### config.mk
export PLATFORM = sky130hd
export DESIGN_NAME = xosera_main
export DESIGN_NICKNAME = d
export VERILOG_FILES = /design/src/logic/xosera_pkg.sv /design/src/logic/xosera_main.sv /design/src/logic/intr_ctrl.sv /design/src/logic/color_lut.sv /design/src/logic/video_timing.sv /design/src/logic/xr_regs.sv /design/src/logic/bus_regs.sv
export SDC_FILE = /design/constraint.sdc
export NUM_CORES = 1
export LEC_CHECK = 0
export ABC_AREA = 0
export CORE_MARGIN = 5
export CORE_UTILIZATION = 39
export CTS_CLUSTER_SIZE = 8
export DETAILED_ROUTE_END_ITERATION = 6
export DONT_BUFFER_PORTS = 1
export HOLD_SLACK_MARGIN = 0.02
export MAX_ROUTING_LAYER = met4
export PLACE_DENSITY = 0.54
export RECOVER_POWER = 25
export SLEW_MARGIN = 20
export SYNTH_ARGS = -nofsm -noshare
export SYNTH_HDL_FRONTEND = slang
export SYNTH_SLANG_ARGS = --single-unit
### constraint.sdc
create_clock -name clk -period 4.7 [get_ports clk]
set_input_delay 0.235 -clock clk [delete_from_list [all_inputs] [get_ports clk]]
set_output_delay 0.235 -clock clk [all_outputs]
set_load 0.01 [all_outputs]
### src/logic/xosera_pkg.sv
// xosera video core shared definitions
// tiny simulation video mode, bus register numbers, XR register map
// and the common data types used across the core

package xosera_pkg;

    // horizontal timing, in pixel clocks
    localparam int H_VISIBLE = 16;      // visible pixels per line
    localparam int H_FRONT   = 2;       // front porch, sync starts after this
    localparam int H_SYNC    = 3;       // hsync width
    localparam int H_TOTAL   = 24;      // clocks per line

    // vertical timing, in lines
    localparam int V_VISIBLE = 8;       // visible lines
    localparam int V_FRONT   = 1;       // front porch lines
    localparam int V_SYNC    = 2;       // vsync width
    localparam int V_TOTAL   = 12;      // lines per frame

    typedef logic [4:0]  hres_t;        // h counter, holds 0..H_TOTAL-1
    typedef logic [3:0]  vres_t;        // v counter, holds 0..V_TOTAL-1
    typedef logic [3:0]  color_t;       // palette index
    typedef logic [15:0] word_t;        // XR data word
    typedef logic [6:0]  xr_addr_t;     // bit 6 selects palette

    // 12-bit colour as packed nibbles
    typedef struct packed {
        logic [3:0] r;                  // red, msb nibble
        logic [3:0] g;
        logic [3:0] b;                  // blue, lsb nibble
    } rgb_t;

    // CPU visible registers, others ignored
    typedef enum logic [3:0] {
        SYS_STATUS = 4'h0,              // blanking status
        INT_CTRL   = 4'h1,              // even mask, odd status/clear
        XR_ADDR    = 4'h2,              // XR address
        XR_DATA    = 4'h3               // XR data, write on odd byte
    } reg_num_t;

    // video XR registers (address bit 6 clear)
    typedef enum logic [5:0] {
        XR_VID_INTR  = 6'h00,           // bit 0 fires video interrupt
        XR_LINE_CMP  = 6'h01,           // raster line compare
        XR_PF_SCROLL = 6'h02            // playfield colour-bar scroll
    } xr_reg_t;

    typedef logic [2:0] intr_t;         // interrupt bit vector

    localparam int VIDEO_INTR  = 0;     // XR_VID_INTR write
    localparam int VBLANK_INTR = 1;     // start of vertical blank
    localparam int LINE_INTR   = 2;     // line compare match

endpackage
### src/logic/xosera_main.sv
// xosera video core, top level
// CPU register bus, XR registers, timing, colour lookup and interrupts
// colour and sync outputs come out three clocks after the counters

`default_nettype none

module xosera_main(
    input  wire logic                   clk,
    input  wire logic                   reset_i,
    input  wire logic                   bus_cs_n_i,     // active low strobe
    input  wire logic                   bus_rd_nwr_i,   // 1 = read
    input  wire xosera_pkg::reg_num_t   bus_reg_num_i,
    input  wire logic                   bus_bytesel_i,  // 0 = even byte
    input  wire logic [7:0]             bus_data_i,
    output logic [7:0]                  bus_data_o,
    output logic                        bus_intr_o,
    output logic [3:0]                  red_o,
    output logic [3:0]                  green_o,
    output logic [3:0]                  blue_o,
    output logic                        hsync_o,        // active low
    output logic                        vsync_o,        // active low
    output logic                        dv_de_o,
    output logic [1:0]                  boot_select_o
);

logic                   xr_wr;          // bus_regs -> xr_regs
xosera_pkg::xr_addr_t   xr_addr;
xosera_pkg::word_t      xr_data;
xosera_pkg::color_t     scroll;
xosera_pkg::vres_t      line_cmp;
logic                   pal_wr;         // xr_regs -> color_lut
xosera_pkg::color_t     pal_idx;
xosera_pkg::rgb_t       pal_data;
logic                   hsync;          // timing, before lookup delay
logic                   vsync;
logic                   dv_de;
logic                   h_blank;
logic                   v_blank;
xosera_pkg::color_t     color_idx;
xosera_pkg::rgb_t       rgb;
xosera_pkg::intr_t      intr_trigger;
xosera_pkg::intr_t      intr_mask;
xosera_pkg::intr_t      intr_clear;
xosera_pkg::intr_t      intr_status;

assign boot_select_o = intr_mask[1:0];  // low mask bits double as boot config
assign red_o         = rgb.r;
assign green_o       = rgb.g;
assign blue_o        = rgb.b;

bus_regs bus_regs(
    .clk(clk),
    .reset_i(reset_i),
    .bus_cs_n_i(bus_cs_n_i),
    .bus_rd_nwr_i(bus_rd_nwr_i),
    .bus_reg_num_i(bus_reg_num_i),
    .bus_bytesel_i(bus_bytesel_i),
    .bus_data_i(bus_data_i),
    .intr_status_i(intr_status),
    .h_blank_i(h_blank),
    .v_blank_i(v_blank),
    .bus_data_o(bus_data_o),
    .xr_wr_o(xr_wr),
    .xr_addr_o(xr_addr),
    .xr_data_o(xr_data),
    .intr_mask_o(intr_mask),
    .intr_clear_o(intr_clear)
);

xr_regs xr_regs(
    .clk(clk),
    .reset_i(reset_i),
    .xr_wr_i(xr_wr),
    .xr_addr_i(xr_addr),
    .xr_data_i(xr_data),
    .scroll_o(scroll),
    .line_cmp_o(line_cmp),
    .pal_wr_o(pal_wr),
    .pal_idx_o(pal_idx),
    .pal_data_o(pal_data),
    .video_intr_o(intr_trigger[xosera_pkg::VIDEO_INTR])
);

video_timing video_timing(
    .clk(clk),
    .reset_i(reset_i),
    .scroll_i(scroll),
    .line_cmp_i(line_cmp),
    .hsync_o(hsync),
    .vsync_o(vsync),
    .dv_de_o(dv_de),
    .h_blank_o(h_blank),
    .v_blank_o(v_blank),
    .color_idx_o(color_idx),
    .vblank_intr_o(intr_trigger[xosera_pkg::VBLANK_INTR]),
    .line_intr_o(intr_trigger[xosera_pkg::LINE_INTR])
);

color_lut color_lut(
    .clk(clk),
    .reset_i(reset_i),
    .pal_wr_i(pal_wr),
    .pal_idx_i(pal_idx),
    .pal_data_i(pal_data),
    .color_idx_i(color_idx),
    .hsync_i(hsync),
    .vsync_i(vsync),
    .dv_de_i(dv_de),
    .rgb_o(rgb),
    .hsync_o(hsync_o),
    .vsync_o(vsync_o),
    .dv_de_o(dv_de_o)
);

intr_ctrl intr_ctrl(
    .clk(clk),
    .reset_i(reset_i),
    .intr_trigger_i(intr_trigger),
    .intr_mask_i(intr_mask),
    .intr_clear_i(intr_clear),
    .intr_status_o(intr_status),
    .bus_intr_o(bus_intr_o)
);

endmodule

`default_nettype wire

### src/logic/intr_ctrl.sv
// interrupt controller
// latches triggers into pending status, applies CPU clears and pulses
// the bus interrupt for each newly pending enabled trigger

`default_nettype none

module intr_ctrl(
    input  wire logic                   clk,
    input  wire logic                   reset_i,
    input  wire xosera_pkg::intr_t      intr_trigger_i, // one cycle sources
    input  wire xosera_pkg::intr_t      intr_mask_i,    // enabled sources
    input  wire xosera_pkg::intr_t      intr_clear_i,   // CPU ack
    output xosera_pkg::intr_t           intr_status_o,  // pending
    output logic                        bus_intr_o
);

xosera_pkg::intr_t  new_intr;           // enabled and not yet pending

assign new_intr = intr_trigger_i & intr_mask_i & ~intr_status_o;

always_ff @(posedge clk) begin
    if (reset_i) begin
        intr_status_o <= '0;
        bus_intr_o    <= 1'b0;
    end else begin
        bus_intr_o    <= |new_intr;
        // every trigger is recorded, mask only gates the bus pulse
        intr_status_o <= (intr_status_o | intr_trigger_i) & ~intr_clear_i;
    end
end

endmodule

`default_nettype wire

### src/logic/color_lut.sv
// colour lookup
// 16 entry palette with registered read, blanked output stage, and a
// two stage delay on syncs and display enable to match the colour path

`default_nettype none

module color_lut(
    input  wire logic                   clk,
    input  wire logic                   reset_i,
    input  wire logic                   pal_wr_i,
    input  wire xosera_pkg::color_t     pal_idx_i,
    input  wire xosera_pkg::rgb_t       pal_data_i,
    input  wire xosera_pkg::color_t     color_idx_i,
    input  wire logic                   hsync_i,
    input  wire logic                   vsync_i,
    input  wire logic                   dv_de_i,
    output xosera_pkg::rgb_t            rgb_o,
    output logic                        hsync_o,
    output logic                        vsync_o,
    output logic                        dv_de_o
);

xosera_pkg::rgb_t   pal_mem [16];       // palette, not reset
xosera_pkg::rgb_t   lut_rgb;            // lookup result, stage 1
logic               hsync_1;
logic               vsync_1;
logic               dv_de_1;

// palette write port and registered read
always_ff @(posedge clk) begin
    if (pal_wr_i) begin
        pal_mem[pal_idx_i] <= pal_data_i;
    end
    lut_rgb <= pal_mem[color_idx_i];
end

always_ff @(posedge clk) begin
    if (reset_i) begin
        hsync_1 <= 1'b1;
        vsync_1 <= 1'b1;
        dv_de_1 <= 1'b0;
        hsync_o <= 1'b1;
        vsync_o <= 1'b1;
        dv_de_o <= 1'b0;
        rgb_o   <= '0;
    end else begin
        hsync_1 <= hsync_i;             // stage 1, lookup in flight
        vsync_1 <= vsync_i;
        dv_de_1 <= dv_de_i;
        hsync_o <= hsync_1;             // stage 2, aligned with rgb_o
        vsync_o <= vsync_1;
        dv_de_o <= dv_de_1;
        rgb_o   <= dv_de_1 ? lut_rgb : '0;  // black outside display
    end
end

endmodule

`default_nettype wire

### src/logic/video_timing.sv
// video timing generator
// h/v counters for the tiny mode, registered syncs, blanking and display
// enable, scrolled colour-bar index and the raster interrupt triggers
// all outputs are one clock behind the counters

`default_nettype none

module video_timing(
    input  wire logic                   clk,
    input  wire logic                   reset_i,
    input  wire xosera_pkg::color_t     scroll_i,
    input  wire xosera_pkg::vres_t      line_cmp_i,
    output logic                        hsync_o,        // active low
    output logic                        vsync_o,        // active low
    output logic                        dv_de_o,
    output logic                        h_blank_o,
    output logic                        v_blank_o,
    output xosera_pkg::color_t          color_idx_o,
    output logic                        vblank_intr_o,
    output logic                        line_intr_o
);

xosera_pkg::hres_t  h_count;
xosera_pkg::vres_t  v_count;
logic               h_last;             // last clock of line
logic               v_last;             // last line of frame
logic               h_vis;
logic               v_vis;
logic               h_sync_on;
logic               v_sync_on;

assign h_last    = (h_count == xosera_pkg::hres_t'(xosera_pkg::H_TOTAL - 1));
assign v_last    = (v_count == xosera_pkg::vres_t'(xosera_pkg::V_TOTAL - 1));
assign h_vis     = (h_count < xosera_pkg::hres_t'(xosera_pkg::H_VISIBLE));
assign v_vis     = (v_count < xosera_pkg::vres_t'(xosera_pkg::V_VISIBLE));
assign h_sync_on = (h_count >= xosera_pkg::hres_t'(xosera_pkg::H_VISIBLE + xosera_pkg::H_FRONT))
    && (h_count < xosera_pkg::hres_t'(xosera_pkg::H_VISIBLE + xosera_pkg::H_FRONT
    + xosera_pkg::H_SYNC));
assign v_sync_on = (v_count >= xosera_pkg::vres_t'(xosera_pkg::V_VISIBLE + xosera_pkg::V_FRONT))
    && (v_count < xosera_pkg::vres_t'(xosera_pkg::V_VISIBLE + xosera_pkg::V_FRONT
    + xosera_pkg::V_SYNC));

always_ff @(posedge clk) begin
    if (reset_i) begin
        h_count       <= '0;
        v_count       <= '0;
        hsync_o       <= 1'b1;          // syncs idle high
        vsync_o       <= 1'b1;
        dv_de_o       <= 1'b0;
        h_blank_o     <= 1'b0;
        v_blank_o     <= 1'b0;
        vblank_intr_o <= 1'b0;
        line_intr_o   <= 1'b0;
    end else begin
        h_count <= h_last ? '0 : h_count + 5'd1;
        if (h_last) begin
            v_count <= v_last ? '0 : v_count + 4'd1;
        end
        hsync_o   <= ~h_sync_on;
        vsync_o   <= ~v_sync_on;
        dv_de_o   <= h_vis & v_vis;
        h_blank_o <= ~h_vis;
        v_blank_o <= ~v_vis;
        // raster triggers at start of line
        vblank_intr_o <= (h_count == '0)
            && (v_count == xosera_pkg::vres_t'(xosera_pkg::V_VISIBLE));
        line_intr_o   <= (h_count == '0) && (v_count == line_cmp_i);
    end
end

// colour bars, x plus scroll wraps mod 16
always_ff @(posedge clk) begin
    color_idx_o <= h_count[3:0] + scroll_i;
end

endmodule

`default_nettype wire

### src/logic/xr_regs.sv
// XR register decode
// splits XR writes on address bit 6 into palette writes and the video
// registers, holds scroll and line compare, and fires the video interrupt

`default_nettype none

module xr_regs(
    input  wire logic                   clk,
    input  wire logic                   reset_i,
    input  wire logic                   xr_wr_i,        // one cycle write strobe
    input  wire xosera_pkg::xr_addr_t   xr_addr_i,
    input  wire xosera_pkg::word_t      xr_data_i,
    output xosera_pkg::color_t          scroll_o,       // playfield scroll
    output xosera_pkg::vres_t           line_cmp_o,     // raster compare line
    output logic                        pal_wr_o,
    output xosera_pkg::color_t          pal_idx_o,
    output xosera_pkg::rgb_t            pal_data_o,
    output logic                        video_intr_o    // one cycle trigger
);

always_ff @(posedge clk) begin
    if (reset_i) begin
        scroll_o     <= '0;
        line_cmp_o   <= '0;
        pal_wr_o     <= 1'b0;
        video_intr_o <= 1'b0;
    end else begin
        pal_wr_o     <= 1'b0;
        video_intr_o <= 1'b0;
        if (xr_wr_i) begin
            if (xr_addr_i[6]) begin
                pal_wr_o <= 1'b1;       // palette region
            end else begin
                case (xosera_pkg::xr_reg_t'(xr_addr_i[5:0]))
                    xosera_pkg::XR_VID_INTR:  video_intr_o <= xr_data_i[0];
                    xosera_pkg::XR_LINE_CMP:  line_cmp_o   <= xr_data_i[3:0];
                    xosera_pkg::XR_PF_SCROLL: scroll_o     <= xr_data_i[3:0];
                    default: ;          // unmapped, dropped
                endcase
            end
        end
    end
end

// palette entry and colour ride along with pal_wr_o
always_ff @(posedge clk) begin
    if (xr_wr_i && xr_addr_i[6]) begin
        pal_idx_o  <= xr_addr_i[3:0];
        pal_data_o <= xr_data_i[11:0];  // r,g,b nibbles
    end
end

endmodule

`default_nettype wire

### src/logic/bus_regs.sv
// CPU register interface
// turns single-cycle bus strobes into XR writes, interrupt mask and
// clear, and builds the 8-bit read data
// even byte (bytesel 0) is the high half of a 16-bit register

`default_nettype none

module bus_regs(
    input  wire logic                   clk,
    input  wire logic                   reset_i,
    input  wire logic                   bus_cs_n_i,     // strobe, active low
    input  wire logic                   bus_rd_nwr_i,   // 1 = read, 0 = write
    input  wire xosera_pkg::reg_num_t   bus_reg_num_i,
    input  wire logic                   bus_bytesel_i,  // 0 = even (high) byte
    input  wire logic [7:0]             bus_data_i,
    input  wire xosera_pkg::intr_t      intr_status_i,  // pending interrupts
    input  wire logic                   h_blank_i,
    input  wire logic                   v_blank_i,
    output logic [7:0]                  bus_data_o,
    output logic                        xr_wr_o,        // one cycle XR write
    output xosera_pkg::xr_addr_t        xr_addr_o,
    output xosera_pkg::word_t           xr_data_o,
    output xosera_pkg::intr_t           intr_mask_o,
    output xosera_pkg::intr_t           intr_clear_o    // one cycle clear pulse
);

xosera_pkg::xr_addr_t   xr_addr;        // current XR address, post-increments
logic [7:0]             data_hi;        // latched even byte of XR_DATA
logic [7:0]             rd_data;        // read mux
logic                   wr_cycle;
logic                   rd_cycle;

assign wr_cycle = ~bus_cs_n_i & ~bus_rd_nwr_i;
assign rd_cycle = ~bus_cs_n_i & bus_rd_nwr_i;

// read data for the register being addressed
always_comb begin
    rd_data = 8'h00;
    case (bus_reg_num_i)
        xosera_pkg::SYS_STATUS: begin
            if (!bus_bytesel_i) begin
                rd_data = {6'b0, v_blank_i, h_blank_i};
            end
        end
        xosera_pkg::INT_CTRL: begin
            rd_data = bus_bytesel_i ? {5'b0, intr_status_i} : {5'b0, intr_mask_o};
        end
        default: rd_data = 8'h00;       // nothing else reads back
    endcase
end

always_ff @(posedge clk) begin
    if (reset_i) begin
        xr_addr      <= '0;
        xr_wr_o      <= 1'b0;
        intr_mask_o  <= '0;
        intr_clear_o <= '0;
        bus_data_o   <= 8'h00;
    end else begin
        xr_wr_o      <= 1'b0;           // strobes default low
        intr_clear_o <= '0;
        if (rd_cycle) begin
            bus_data_o <= rd_data;      // held until next read
        end
        if (wr_cycle) begin
            case (bus_reg_num_i)
                xosera_pkg::INT_CTRL: begin
                    if (bus_bytesel_i) begin
                        intr_clear_o <= bus_data_i[2:0];    // ack pending bits
                    end else begin
                        intr_mask_o  <= bus_data_i[2:0];
                    end
                end
                xosera_pkg::XR_ADDR: begin
                    // even byte lies above the 7-bit XR space
                    if (bus_bytesel_i) begin
                        xr_addr <= bus_data_i[6:0];
                    end
                end
                xosera_pkg::XR_DATA: begin
                    if (bus_bytesel_i) begin
                        xr_wr_o <= 1'b1;
                        xr_addr <= xr_addr + 7'd1;          // auto-increment
                    end
                end
                default: ;                  // SYS_STATUS and unused regs
            endcase
        end
    end
end

// XR write payload, captured with the odd XR_DATA byte
always_ff @(posedge clk) begin
    if (wr_cycle && bus_reg_num_i == xosera_pkg::XR_DATA) begin
        if (!bus_bytesel_i) begin
            data_hi <= bus_data_i;
        end else begin
            xr_addr_o <= xr_addr;           // address before increment
            xr_data_o <= {data_hi, bus_data_i};
        end
    end
end

endmodule

`default_nettype wire

==> impl_results.md <==
- Port bufs: 0
- Share of cells above drive strength 1: 17.6%
- EDFF count, synth: roughly 230
- Slew @ Worst Pin: 1.14 ns
- Maximum clock insertion buffer count: 3
- Post-layout min period: about 2.2 ns
- Overall Power: 5.96 mW
- Maxcap violations: 0
- Syn Inst Count: approximately 660
- Main synth FF type: edfxtp_1
- DR WL/cell: ~21 µm
- Crit path kind: reg -> reg
- Yosys top cell area share: between 60% and 70%
- Clock sinks: around 310
- Seq/Total Area, Yosys: between 70% and 80%
- I/O pins: 43
- H-tree depth: 2
- Top cells by area, synth: edfxtp_1, dfxtp_1, mux4_2
- Initial DRC Count: roughly 370
- Worst setup EP type: register
- Max_slew headroom: 23.9%
- Async S/R FF share, synth: 0%
- Critical Path, Cell by Cell: buf_4 > mux4_2 > a22oi_1 > nand2_1
- Horiz. Die Dim: roughly 180 µm
- Worst min path class: in -> reg
- Antenna Nets Post-Route: 0
- Slew Limit Fails: 0
- Leak Pwr: between 4 and 5 nW
- RSZ-0062 raised after global routing: false
- Final non-filler cell total: about 1100
- VDD IR max: 0.000228 V
- Startpoint types: register
- Std cell rows: 62
- CTS tree: yes
- Post-layout nets: a little over 700
- CTS Root Cell: clkbuf_16
- Synth area leader: edfxtp_1
- Placed cell count: just over 1000
- Final setup vio count: 0
- Area Overhead vs Synth: 16.1%
- Clk_lat worst skew: between 0.5 and 0.6 ns
- Number of global-route vias before repair: 6184
- Synth warn: 0
- Pwr Density: about 450 nW/µm²
- Arrival time worst endpoint: roughly 2.6 ns
- Slowest-stage cell, CP: dfxtp_4
- FF-to-FF setup slack: about 2.5 ns
- Congestion Overflow GR: 0
- First-pass GRT wire length: approximately 36 mm
- Clock Skews: roughly 0.019 ns
- Hold Fails Final Rpt: 0
- Die area: approximately 33000 µm²
- Post-synthesis register bit count: ~310
- Dpl hpwl: about 14 mm
- DR DRC count: 0
- Post-cts resize count: 0
- Outcome: complete, no violations
- Initial antenna violation count: 0
- Synth unique cells: 45
- CP Max Fanout: 36
- Part of the cycle the worst path needs: 47.0%
- Routed wire length: around 23 mm
- First-pass iteration count of the detailed router: 5
- Commonest non-fill, non-tap cell in the layout: edfxtp_1
- Fmax: around 0.45 GHz
- Mapped cell area: 11500 µm²
- TritonCTS Buffers: 44
- Total inserted antenna cells: 0
- Most frequent cells in the layout: edfxtp_1, dfxtp_1, mux4_2, clkbuf_16
- Die height: about 180 µm
- Worst-path clk slew: roughly 0.05 ns
- GRT Overall Usage: between 10% and 20%
- Initial Utilization: about two fifths
- CP max stage delay: between 0.8 and 0.9 ns
- Post-Route Setup TNS: 0 ns
- WP data required: about 5 ns
- Via/cell ratio: between 5 and 6
- Avg Cell Area, Syn: ~17 µm²
- Largest net degree at the start of global routing: between 50 and 60
- Vias: 5806
- Core Region: about 29000 µm²
- Gp weighted congestion: 0.812
worst paths after layout:
check                              start                          to  cells past startpoint
max          video_timing.color_idx_o[0]        color_lut.lut_rgb[5]                      4
min                              reset_i       xr_regs.line_cmp_o[2]                      2
max reg2reg  video_timing.color_idx_o[0]        color_lut.lut_rgb[5]                      4
min reg2reg     bus_regs.intr_clear_o[0]  intr_ctrl.intr_status_o[0]                      1
state kept, by name, summed over array words and instances, names as in the netlist, 5 cells and up:
register	cells
bus_regs.xr_data_o	12
bus_regs.xr_addr_o	7
xr_regs.pal_data_o	12
color_lut.rgb_o	12
color_lut.lut_rgb	12
color_lut.pal_mem	192
bus_regs.xr_addr	7
video_timing.h_count	5
report_power, final:
| group | switching [mW] | internal (mW) |
|---|---|---|
| clock | 1.06 | 1.75 |
| sequential | 0.0287 | 2.95 |
| combinational | 0.0820 | 0.0898 |
| total | 1.17 | 4.79 |
per-layer routing:
layer / GRT usage, % / up-vias / wire length, µm
met4: 3.81 / 0 / 422
met2: 23.7 / 160 / 11500
li1: - / 2640 / -
met1: 18.7 / 2966 / 9900
met3: 2.72 / 40 / 1080
met5: - / - / 0
cell usage after synthesis (5+ instances only):
library cell	n
a21oi_1	11
a22oi_1	24
a31oi_1	5
and2_1	22
buf_2	6
buf_4	7
clkbuf_1	18
dfxtp_1	81
edfxtp_1	231
ha_1	11
inv_1	7
mux2i_1	13
mux4_2	48
nand2_1	25
nand3_1	7
nand3b_1	5
nor2_1	44
nor2b_1	10
nor3_1	15
nor3b_1	5
nor4_1	6
o21ai_0	7
xor2_1	6
worst max-delay path, delay by kind of cell, from the launching register on:
| kind | cells | cell delay (ns) |
|---|---|---|
| flops | 1 | 0.84 |
| mux | 1 | 0.55 |
| buf+inv | 1 | 0.40 |
| compound gates | 1 | 0.21 |
| simple gates | 1 | 0.07 |
area by class of cell:
class                   count  area [µm²]
flip-flops and latches    312        8560
multi-input cells         312        2810
repair buffers             21         194
clock inverters             2        25.0
well taps                 384         480
inverters                   7        26.3
fillers                  2479       15500
clock buffers              77        1220
kinds of logic (layout without fill, tap and decap cells):
family                   Yosys count  count (layout)  synth area share, %
adder cells (fa/ha/maj)           12              12                 1.37
XOR/XNOR                           9               9                0.687
multiplexers                      63              63                 10.7
buffers and inverters             41             107                 1.63
flip-flops                       312             312                 74.6
other                              1               5               0.0327
AO/OA/AOI/OAI                     58              58                 3.31
AND/OR/NAND/NOR                  165             165                 7.66
per-stage QoR:
stage | util (%) | worst slack (ns) | hold WS, ns | instance area (µm²)
3_3_place_gp | 41.4 | 2.44 | 0.312 | 11900
4_1_cts | 46.2 | 2.39 | 0.0204 | 13300
2_1_floorplan | - | 2.52 | 0.314 | 11500
6_report | 46.2 | 2.49 | 0.0317 | 13300
5_1_grt | 46.2 | 2.23 | 0.0414 | 13300
3_5_place_dp | 41.4 | 2.41 | 0.313 | 11900
repair_timing:
action | in CTS | in global routing
hold buffers | 12 | 0
buffers inserted | 0 | 0
endpoints found under the hold margin | 69 | 0
Note: power is estimated with default switching activity, not from simulation.
